<file path="config.mk">
export PLATFORM = sky130hd
export DESIGN_NAME = frame_strip
export DESIGN_NICKNAME = d
export VERILOG_FILES = /design/src/frame_rx_pkg.sv /design/src/frame_skid_reg.sv /design/src/frame_strip.sv
export VERILOG_INCLUDE_DIRS = /design/src
export SDC_FILE = /design/constraint.sdc
export NUM_CORES = 1
export LEC_CHECK = 0
export BUFFER_PORTS_ARGS = -buffer_cell sky130_fd_sc_hd__clkbuf_2
export CAP_MARGIN = 20
export CORE_ASPECT_RATIO = 1.4
export CORE_UTILIZATION = 55
export CTS_BUF_LIST = sky130_fd_sc_hd__clkbuf_4
export DETAILED_ROUTE_END_ITERATION = 16
export GPL_TIMING_DRIVEN = 1
export PLACE_DENSITY = 0.77
export SLEW_MARGIN = 10
export SYNTH_ARGS = -nofsm -noshare
export SYNTH_HDL_FRONTEND = slang
export SYNTH_SLANG_ARGS = --single-unit
</file>
<file path="constraint.sdc">
create_clock -name clk -period 11.7 [get_ports clk]
set_input_delay 0 -clock clk [delete_from_list [all_inputs] [get_ports clk]]
set_output_delay 0 -clock clk [all_outputs]
set_load 0.01 [all_outputs]
</file>
<file path="src/frame_rx_defs.svh">
// Constants shared by the framed receiver RTL and its testbench; include wherever a value is needed
`ifndef FRAME_RX_DEFS_SVH
`define FRAME_RX_DEFS_SVH

//////////////////////////////////////////////////
// Stream format
//////////////////////////////////////////////////

// Width of one stream word
`define FRX_WIDTH 64

// Marks the start of every frame
// A copy seen inside a frame aborts that frame
`define FRX_PREAMBLE 64'hBA5EBA77B01DFACE

//////////////////////////////////////////////////
// Storage
//////////////////////////////////////////////////

// Base-2 log of the packet FIFO depth
// One frame may hold at most this many data words
`define FRX_DEPTH_LOG2 10

`endif

</file>
<file path="src/frame_rx_pkg.sv">
// Types shared by the framed receiver blocks; referenced by scoped name, never imported
`include "frame_rx_defs.svh"

package frame_rx_pkg;

   //////////////////////////////////////////////////
   // Stream beat
   //////////////////////////////////////////////////

   // One data word plus its end-of-frame flag
   typedef struct packed {
      logic                  last;
      logic [`FRX_WIDTH-1:0] data;
   } beat_t;

   //////////////////////////////////////////////////
   // Trailer decode
   //////////////////////////////////////////////////

   // Checksum is the XOR of both halves of every data word
   typedef struct packed {
      logic [31:0] checksum;
      logic [31:0] count;
   } trailer_t;

   // An incoming word, either payload or a candidate trailer
   typedef union packed {
      logic [`FRX_WIDTH-1:0] raw;
      trailer_t              trailer;
   } word_u;

endpackage

</file>
<file path="src/frame_skid_reg.sv">
// Two-entry registered valid/ready stage used for look-ahead and for the FIFO output
`timescale 1ns/100ps

module frame_skid_reg #(
   parameter int WIDTH = 64
) (
   input  logic             clk,
   input  logic             i_rst,
   input  logic             i_clear,
   input  logic [WIDTH-1:0] i_data,
   input  logic             i_valid,
   output logic             o_ready,
   output logic [WIDTH-1:0] o_data,
   output logic             o_valid,
   input  logic             i_ready
);

   // Second entry holds a word only while the output is stalled
   logic [WIDTH-1:0] hold_data;
   logic             hold_valid;
   logic             in_xfer;
   logic             load;

   // Room for a word while the hold entry is free
   assign o_ready = !hold_valid;
   assign in_xfer = i_valid && o_ready;

   // Output entry is free or leaving this cycle
   assign load = !o_valid || i_ready;

   always_ff @(posedge clk) begin
      if (i_rst || i_clear) begin
         o_valid    <= 1'b0;
         hold_valid <= 1'b0;
      end else if (load) begin
         // Hold entry drains first to keep order
         o_valid    <= hold_valid || in_xfer;
         hold_valid <= 1'b0;
      end else if (in_xfer) begin
         hold_valid <= 1'b1;
      end
   end

   always_ff @(posedge clk) begin
      if (load) begin
         o_data <= hold_valid ? hold_data : i_data;
      end
      if (!load && in_xfer) begin
         hold_data <= i_data;
      end
   end

endmodule

</file>
<file path="src/frame_strip.sv">
// Preamble hunt, checksum and count tracking, trailer detection; feeds data beats into the FIFO
`timescale 1ns/100ps
`include "frame_rx_defs.svh"

module frame_strip (
   input  logic                  clk,
   input  logic                  i_rst,
   input  logic                  i_clear,
   input  logic [`FRX_WIDTH-1:0] i_data,
   input  logic                  i_valid,
   output logic                  o_ready,
   output frame_rx_pkg::beat_t   o_beat,
   output logic                  o_valid,
   output logic                  o_error,
   input  logic                  i_ready
);

   localparam logic [1:0] IDLE    = 2'd0;
   localparam logic [1:0] PASS    = 2'd1;
   localparam logic [1:0] RECOVER = 2'd2;

   logic [1:0]            state;
   logic [1:0]            next_state;
   logic [31:0]           checksum;
   logic [31:0]           word_cnt;
   frame_rx_pkg::word_u   in_word;
   logic                  in_pass;
   logic                  det_preamble;
   logic                  det_trailer;
   logic                  live;
   logic                  trailer_hit;
   logic                  trailer_acc;
   logic                  data_valid;
   logic                  data_acc;
   logic                  look_space;
   logic                  look_valid;
   logic                  look_ready;
   logic                  look_clear;
   logic [`FRX_WIDTH-1:0] look_data;

   //////////////////////////////////////////////////
   // Word decode
   //////////////////////////////////////////////////

   assign in_word = i_data;
   assign in_pass = (state == PASS);

   assign det_preamble = (in_word.raw == `FRX_PREAMBLE);

   // Only a frame with at least one data word can end
   assign det_trailer = (word_cnt != 32'd0)
                        && (in_word.trailer.checksum == checksum)
                        && (in_word.trailer.count == word_cnt);

   // A data word or a trailer is waiting at the input
   assign live = in_pass && i_valid && !det_preamble;

   // Look-ahead holds exactly one word, so that word is the last one
   assign trailer_hit = det_trailer && look_valid && look_space;
   assign trailer_acc = live && trailer_hit && i_ready;

   assign data_valid = live && !det_trailer;
   assign data_acc   = data_valid && look_space;

   assign o_error = in_pass && i_valid && det_preamble;

   //////////////////////////////////////////////////
   // Running checksum and count
   //////////////////////////////////////////////////

   always_ff @(posedge clk) begin
      if (i_rst || i_clear || !in_pass) begin
         checksum <= 32'd0;
         word_cnt <= 32'd0;
      end else if (data_acc) begin
         checksum <= checksum ^ in_word.raw[63:32] ^ in_word.raw[31:0];
         word_cnt <= word_cnt + 1'b1;
      end
   end

   //////////////////////////////////////////////////
   // Frame FSM
   //////////////////////////////////////////////////

   always_ff @(posedge clk) begin
      if (i_rst || i_clear) begin
         state <= IDLE;
      end else begin
         state <= next_state;
      end
   end

   always_comb begin
      next_state = state;
      case (state)
         IDLE: begin
            if (i_valid && det_preamble) begin
               next_state = PASS;
            end
         end
         PASS: begin
            if (o_error) begin
               next_state = RECOVER;
            end else if (trailer_acc) begin
               next_state = IDLE;
            end
         end
         default: begin
            next_state = IDLE;
         end
      endcase
   end

   // Preambles always drain; a trailer waits until its last word can go
   always_comb begin
      case (state)
         IDLE:    o_ready = 1'b1;
         PASS: begin
            if (det_preamble) begin
               o_ready = 1'b1;
            end else if (det_trailer) begin
               o_ready = trailer_hit && i_ready;
            end else begin
               o_ready = look_space;
            end
         end
         default: o_ready = 1'b0;
      endcase
   end

   //////////////////////////////////////////////////
   // Look-ahead register
   //////////////////////////////////////////////////

   // Stale words of an aborted frame are flushed in RECOVER
   assign look_clear = i_clear || (state == RECOVER);

   // Head leaves only once the following word is visible
   assign o_valid    = live && look_valid;
   assign look_ready = o_valid && i_ready;

   frame_skid_reg #(
      .WIDTH(`FRX_WIDTH)
   ) i_look_reg (
      .clk     (clk),
      .i_rst   (i_rst),
      .i_clear (look_clear),
      .i_data  (i_data),
      .i_valid (data_valid),
      .o_ready (look_space),
      .o_data  (look_data),
      .o_valid (look_valid),
      .i_ready (look_ready)
   );

   assign o_beat = '{last: trailer_hit, data: look_data};

endmodule

</file>
==> results of run 1 <==
layer usage:
metal / vias up / wire length [um]
met1: 3466 / 9433
met5: - / 0
met4: 0 / 840
li1: 3322 / -
met2: 279 / 12720
met3: 65 / 1365
cell usage after synthesis (all sizes together), types with 3 or more instances:
cell / count
a31oi: 3
nor4: 31
mux2i: 8
nor2: 60
nand4bb: 5
xnor2: 18
o31ai: 3
inv: 9
nand3: 15
o21ai: 4
and3: 8
a2111oi: 6
and2: 6
edfxtp: 128
nand4: 20
mux2: 64
or2: 7
xor2: 89
a211oi: 4
buf: 21
nand2: 69
clkbuf: 15
dfxtp: 68
or4: 8
nand4b: 9
a21oi: 43
a31o: 37
nor3: 8
worst paths after layout:
| check | to | cells past startpoint | from | slack (ns) |
|---|---|---|---|---|
| max | o_ready | 8 | word_cnt[17]$_SDFFE_PP0P_ | 8.28 |
| max reg2reg | i_look_reg.hold_data[58]$_DFFE_PP_ | 10 | word_cnt[1]$_SDFFE_PP0P_ | 8.65 |
| min | word_cnt[25]$_SDFFE_PP0P_ | 5 | i_clear | 0.07 |
| min reg2reg | i_look_reg.o_data[57]$_DFFE_PP_ | 1 | i_look_reg.hold_data[57]$_DFFE_PP_ | 0.54 |
final cells by class:
type / instances / area [sq um]
timing repair buffer: 213 / 1434
clock buffer: 18 / 135.1
clock inverter: 14 / 158.9
sequential: 196 / 5206
fill: 1294 / 5509
antenna: 1 / 2.502
tap: 232 / 290.3
multi-input combinational: 545 / 4187
inverter: 9 / 33.78
through the flow:
stage	setup slack, ns	utilization [%]	cell area (sq um)
after floorplan	7.974	-	9641
after global placement	8.804	61.63	10450
after detailed placement	8.742	61.63	10450
after CTS	8.254	67.50	11440
after global routing	8.054	67.51	11450
final	8.279	67.51	11450
logic make-up (layout without fill, tap and decap cells):
family          after synthesis  after routing  synth area share (%)
fa+ha+maj                     2              2                0.2595
flops                       196            196                 53.99
mux                          72             72                 8.306
compound gates              106            106                 9.552
other cells                   0              1                     0
simple gates                258            258                 15.44
xor+xnor                    107            107                 9.721
buf+inv                      45            254                 2.725
where the power goes:
part | internal [W] | total, W | switching [W]
clock network | 0.000149 | 0.000379 | 0.000230
logic | 0.0000499 | 0.000112 | 0.0000616
registers | 0.000747 | 0.000750 | 0.00000327
registers in the layout, indices dropped and copies added, names as in the netlist:
signal	flops
checksum	32
i_look_reg.hold_data	64
i_look_reg.hold_valid	1
i_look_reg.o_data	64
i_look_reg.o_valid	1
state	2
word_cnt	32
worst min-delay path, delay by kind of cell:
family        cells  cell delay (ns)
mux               1             0.05
buf+inv           2             0.40
simple gates      2             0.18
==> metrics.md, run 1 <==
| Metric | Value |
|---|---|
| Initial cell density of the core | 56.86% |
| Fraction of final layout cells sized beyond drive strength 1 | 30.65% |
| Startpoint kind of the worst setup timing path | flop |
| Horizontal die dimension | 113.9 um |
| Clk_skew | 0.02608 ns |
| Iteration count of the initial detailed-routing pass | 6 |
| Worst hold-check slack | 0.07097 ns |
| Final setup violation count | 0 |
| Largest net degree at the start of global routing | 71 |
| Count of max-cap constraint violations | 0 |
| Count of flip-flops with a built-in enable after synthesis | 128 |
| Pins Over Slew Limit | 0 |
| Detailed-route wire length per cell | 19.84 um |
| Most common cell after layout, fill and taps aside | clkbuf_2 |
| Port Buf Inserts | 136 |
| Ordered list of cells on the worst path | xor2_1 -> nor4_1 -> nand4_1 -> nor3_4 -> and2_1 -> a21o_1 -> a31oi_1 -> clkbuf_2 |
| Largest stage delay on the critical path | 0.63 ns |
| Worst-path fanout max | 14 |
| Power, Total | 0.001241 W |
| Overflow left after global routing | 0 |
| Post-Syn Nets | 857 |
| Number of hold buffers added after CTS | 70 |
| Final RePlAce weighted congestion | 0.9393 |
| Initial antenna violation count | 1 |
| Buffers inserted during post-CTS setup optimization | 0 |
| Max Buffers Root-to-Sink | 2 |
| Post-synthesis register bit count | 196 |
| GRT Total Usage | 28.20% |
| Global-route wire length before repair | 38160 um |
| Power per cell area | 108.4 nW/um^2 |
| Clk sink count | 196 |
| Chip height | 158.7 um |
| Number of nets with antenna violations after routing | 0 |
| Worst ir drop on vdd | 0.06521 mV |
| Routed wire length | 24360 um |
| Share of flip-flops with an asynchronous set or reset after synthesis | 0% |
| Synthesized netlist cell count | 786 |
| Clock-pin slew of the registers on the worst-case setup and hold paths | 0.15 ns |
| Unrepaired setup endpoints after global routing | false |
| Clock tree from TritonCTS | done |
| Count of yosys warnings during synthesis | 0 |
| Cell class contributing the biggest share of worst-path delay | simple AND/OR/NAND/NOR gates |
| Buffer and inverter count on the worst path | 1 |
| Final Hold Viols | 0 |
| Non-Filler Instances | 1228 |
| Period utilisation layout | 29.24% |
| Met2 usage | 49.91% |
| Clock Latency Late Sink | 0.60 ns |
| Number of core rows | 56 |
| Leakage | 4.353 nW |
| Worst hold path class | in2reg |
| Clock H-tree levels | 4 |
| Result of the run | complete, no violations |
| Tmin final | 3.421 ns |
| Worst Setup End Kind | output pin |
| Highest achievable clock rate | 292.3 MHz |
| Leading register cell type out of synthesis | edfxtp_1 |
| Routing usage on met3 | 5.063% |
| Total number of vias | 7132 |
| DR DRC count | 0 |
| Synth top area cells | edfxtp_1 40%, dfxtp_1 14%, xor2_1 8.1% |
| Transition time at the pin with the least slew margin | 0.9148 ns |
| Netlist area before placement | 9640 sq um |
| Data required, critical path | 11.70 ns |
| Mean Syn Cell Area | 12.27 sq um |
| Top-area cell type share of the netlist area | 39.87% |
| Share of the yosys chip area belonging to registers | 53.99% |
| Worst slew margin relative to its limit | 39.02% |
| Resized Gates After CTS | 0 |
| Via density per instance | 5.808 |
| Area inside the core boundary | 16960 sq um |
| Cts bufs inserted | 17 |
| I/O Pins | 137 |
| Drt initial violations | 589 |
| Commonest cells after routing, fill and taps aside | 136 x clkbuf_2, 128 x edfxtp_1, 89 x xor2_1, 70 x dlygate4sd3_1, 67 x dfxtp_1 |
| Met1 Usage GRT | 33.48% |
| Setup_tns | 0 ns |
| Placed wire-length estimate after detailed placement | 15880 um |
| Buffer cell driving the clock tree root | clkbuf_4 |
| Die Area | 18070 sq um |
| Nets | 1053 |
| Cell with the largest stage delay on the worst path | nor3_4 |
| Most heavily used metal layer in global routing | met2 |
| Data arrival, critical path | 3.42 ns |
| Post-synth cell types | 63 |
| Syn-to-layout area delta | 18.74% |
| Top cell type by total area after synthesis | edfxtp_1 |
| Number of global-route vias before repair | 7075 |
| Placed cell count | 1125 |
| Setup CP Type | reg2out |
Power figures use the tool's default switching activity.
==> inputs of run 2 (changes only) <==
- ABC_AREA: default -> 1
- CORE_UTILIZATION: 55 -> 54
- PLACE_DENSITY: 0.77 -> 0.78
- clock period: 11.7 -> 2.9 ns (I/O delays scaled with it)
==> run 2 against run 1 <==
  * Highest routed layer unchanged
  * Worst setup slack worse by 8.1 ns
  * Global-route usage is 1.3 points higher
  * Clock skew is 0.0064 ns lower
==> metrics.md, run 2 <==
| Metric | Value |
|---|---|
| Setup_tns | 0 ns (unchanged) |
| Worst hold path class | in2reg |
| Initial cell density of the core | 55.20% (-1.7 points) |
| Port Buf Inserts | 136 (unchanged) |
| Data required, critical path | 2.90 ns (-8.80 ns) |
| Logic depth of the worst path, buffers included | 12 (+4) |
| Clock Latency Late Sink | 0.59 ns (about the same) |
| Commonest cells after routing, fill and taps aside | 470 x nand2_1, 152 x nor2_1, 143 x inv_1, 136 x clkbuf_2, 128 x edfxtp_1 |
| Total non-filler cell area in the finished layout | 12180 sq um (+6.4%) |
| Worst slew margin relative to its limit | 28.54% (-10 points) |
| Worst-path fanout max | 5 (-9) |
| Highest achievable clock rate | 371.7 MHz |
| Placed wire-length estimate after detailed placement | 19750 um (+24%) |
| Pins Over Slew Limit | 0 (unchanged) |
| Area inside the core boundary | 18680 sq um (+10%) |
| Fill cell count | 1593 (+23%) |
| Largest stage delay on the critical path | 0.40 ns (-0.23 ns) |
| Top-area cell type share of the netlist area | 37.28% (-2.6 points) |
| Fraction of final layout cells sized beyond drive strength 1 | 13.62% (-17 points) |
| Initial antenna violation count | 1 (unchanged) |
| Ordered list of cells on the worst path | inv_2 -> ha_1 -> nor3b_1 -> nand2_1 -> nor2_1 -> nand2_1 -> nand3_1 -> nor2_1 -> o21ai_0 -> nand2_1 -> a21oi_2 -> clkbuf_2 |
| Startpoint kind of the worst setup timing path | flop |
| Count of max-cap constraint violations | 0 (unchanged) |
| I/O Pins | 137 (unchanged) |
| Nets | 1592 (+51%) |
| Buffers inserted during post-CTS setup optimization | 0 (unchanged) |
| Largest net degree at the start of global routing | 128 (+80%) |
| Worst hold-check slack | 0.1436 ns (+0.07265 ns) |
| Most frequent cell after synthesis | nand2_1 |
| Post-synthesis register bit count | 196 (unchanged) |
| Transition time at the pin with the least slew margin | 1.072 ns (+0.1572 ns) |
| Clk sink count | 196 (unchanged) |
| Worst-case reg-to-reg path depth | 10 (unchanged) |
| Iteration count of the initial detailed-routing pass | 5 (-1) |
| Number of cells traversed by the worst hold path | 2 (-3) |
| Drt initial violations | 820 (+39%) |
| Number of core rows | 59 (+5.4%) |
| Chip height | 165.5 um (+4.3%) |
| Mux cell area share after synthesis | 0% (-8.3 points) |
| Count of yosys warnings during synthesis | 0 (unchanged) |
| Global-route wire length before repair | 44540 um (+17%) |
| Period utilisation layout | 92.76% |
| Leading register cell type out of synthesis | edfxtp_1 |
| Compound-cell area share of the yosys netlist | 4.709% (-4.8 points) |
| Worst ir drop on vdd | 0.2590 mV (+300%) |
| Cell class contributing the biggest share of worst-path delay | simple AND/OR/NAND/NOR gates |
| DR DRC count | 0 (unchanged) |
| Most numerous cell types in the synthesized netlist | 471 x nand2_1, 154 x nor2_1, 143 x inv_1 |
| Synth top area cells | edfxtp_1 37%, nand2_1 17%, dfxtp_1 13% |
| Cell area after placement | 11150 sq um (+6.7%) |
| Simple-Gate Fraction of Synth Area | 30.19% (+15 points) |
| Combinational family with the most area after synthesis | simple AND/OR/NAND/NOR gates |
| Post-Syn Nets | 1412 (+65%) |
| Share of the yosys chip area belonging to registers | 50.49% (-3.5 points) |
| Clk_skew | 0.01966 ns (-0.006421 ns) |
| Setup CP Type | reg2out |
| Total number of vias | 9382 (+32%) |
| Mean Syn Cell Area | 7.688 sq um (-37%) |
| Data arrival, critical path | 2.69 ns (-0.73 ns) |
| Die Area | 19660 sq um (+8.8%) |
| Most common cell after layout, fill and taps aside | nand2_1 |
| Synthesized netlist cell count | 1341 (+71%) |
| Cell type with the highest occurrence count on the critical path | nand2_1 |
| Tmin final | 2.690 ns |
| Max Buffers Root-to-Sink | 2 (unchanged) |
| Share of synthesized cell area in full adder, half adder and majority cells | 0.2427% (-0.017 points) |
| Final setup violation count | 0 (unchanged) |
| Cts bufs inserted | 17 (unchanged) |
| Routed wire length | 28740 um (+18%) |
| Final RePlAce weighted congestion | 1.015 (+8.1%) |
| Clock H-tree levels | 4 (unchanged) |
| Detailed-route wire length per cell | 16.16 um (-19%) |
| Post-synth cell types | 25 (-60%) |
| Leakage | 5.134 nW (+18%) |
| Final core occ | 65.20% (-2.3 points) |
| Unrepaired setup endpoints after global routing | false |
| Final Hold Viols | 0 (unchanged) |
| Clock tree from TritonCTS | done |
| Syn-to-layout area delta | 18.11% |
| Share of flip-flops with an asynchronous set or reset after synthesis | 0% (unchanged) |
| Registers with the most flip-flops | i_look_reg.hold_data: 64 flops, i_look_reg.o_data: 64 flops |
| Netlist area before placement | 10310 sq um (+6.9%) |
| GRT Total Usage | 29.53% (+1.3 points) |
| Worst Setup End Kind | output pin |
| Buffer cell driving the clock tree root | clkbuf_4 |
| Overflow left after global routing | 0 (unchanged) |
| Horizontal die dimension | 118.8 um (+4.3%) |
| Result of the run | complete, no violations |
| Via density per instance | 5.274 (-9.2%) |
| Clock-pin slew of the registers on the worst-case setup and hold paths | 0.17 ns (+0.02 ns) |
| Number of nets with antenna violations after routing | 0 (unchanged) |
| Top cell type by total area after synthesis | edfxtp_1 |
| Buffer and inverter count on the worst path | 2 (+1) |
| Count of flip-flops with a built-in enable after synthesis | 128 (unchanged) |
| Number of global-route vias before repair | 8783 (+24%) |
| Power per cell area | 409.8 nW/um^2 (+280%) |
| Synth Area in XOR/XNOR | 5.607% (-4.1 points) |
| Cell with the largest stage delay on the worst path | dfxtp_1 |
-- run 2: cell families after synthesis --
family / Yosys count
buffers and inverters: 224
XOR/XNOR: 66
adder cells (fa/ha/maj): 2
AO/OA/AOI/OAI: 97
AND/OR/NAND/NOR: 756
flip-flops: 196
-- run 2: path summary, 6_finish.rpt --
kind | start | to | slack [ns]
hold reg to reg | word_cnt[27]$_SDFFE_PP0P_ | word_cnt[27]$_SDFFE_PP0P_ | 0.53
setup / recovery | word_cnt[0]$_SDFFE_PP0P_ | o_ready | 0.21
setup reg to reg | word_cnt[8]$_SDFFE_PP0P_ | i_look_reg.hold_data[6]$_DFFE_PP_ | 0.23
hold / removal | i_data[42] | i_look_reg.hold_data[42]$_DFFE_PP_ | 0.14
-- run 2: per-stage QoR --
stage / setup slack, ns / total power [W] / cells
2_1_floorplan: 0.1092 / 0.003267 / 1341
3_3_place_gp: 0.3670 / 0.003447 / 1675
6_report: 0.2099 / 0.004990 / 1779
3_5_place_dp: 0.3317 / 0.003454 / 1675
4_1_cts: 0.1741 / 0.004994 / 1777
5_1_grt: 0.03621 / 0.005143 / 1779
-- run 2: layout make-up --
type	instances	area [sq um]	area share (%)
Sequential cell	196	5210	42.79
Multi-Input combinational cell	921	4228	34.72
Timing Repair Buffer	216	1505	12.36
Inverter	169	634.4	5.210
Tap cell	244	305.3	2.507
Clock inverter	15	163.9	1.346
Clock buffer	17	127.6	1.048
Antenna cell	1	2.502	0.02055
-- run 2: worst register-to-register path: cells and delay by family, from the launching register on --
kind / cells / cell delay, ns
buffers and inverters: 2 / 0.44
flip-flops: 1 / 0.38
AND/OR/NAND/NOR: 8 / 1.50
-- run 2: layer usage --
metal | part of all wire (%) | global-route usage (%) | routed length [um] | up-vias
li1 | - | - | - | 4613
met1 | 40 | 35.65 | 11360 | 4239
met2 | 49 | 50.13 | 14010 | 404
met3 | 5.9 | 4.430 | 1692 | 126
met4 | 5.9 | 17.72 | 1685 | 0
met5 | 0 | 0 | 0 | -
-- run 2: report_power, final --
part	switching, W	internal, W	total [W]	leakage [nW]
sequential	0.0000157	0.00301	0.00303	1.80
combinational	0.000255	0.000195	0.000450	3.18
clock	0.00104	0.000467	0.00151	0.149
total	0.00131	0.00368	0.00499	5.13
-- run 2: repair_timing --
action / CTS / global route
setup endpoints to repair: 0 / 2
resized for setup: 0 / 3
hold endpoints to repair: 162 / 0
hold buffers: 70 / 0
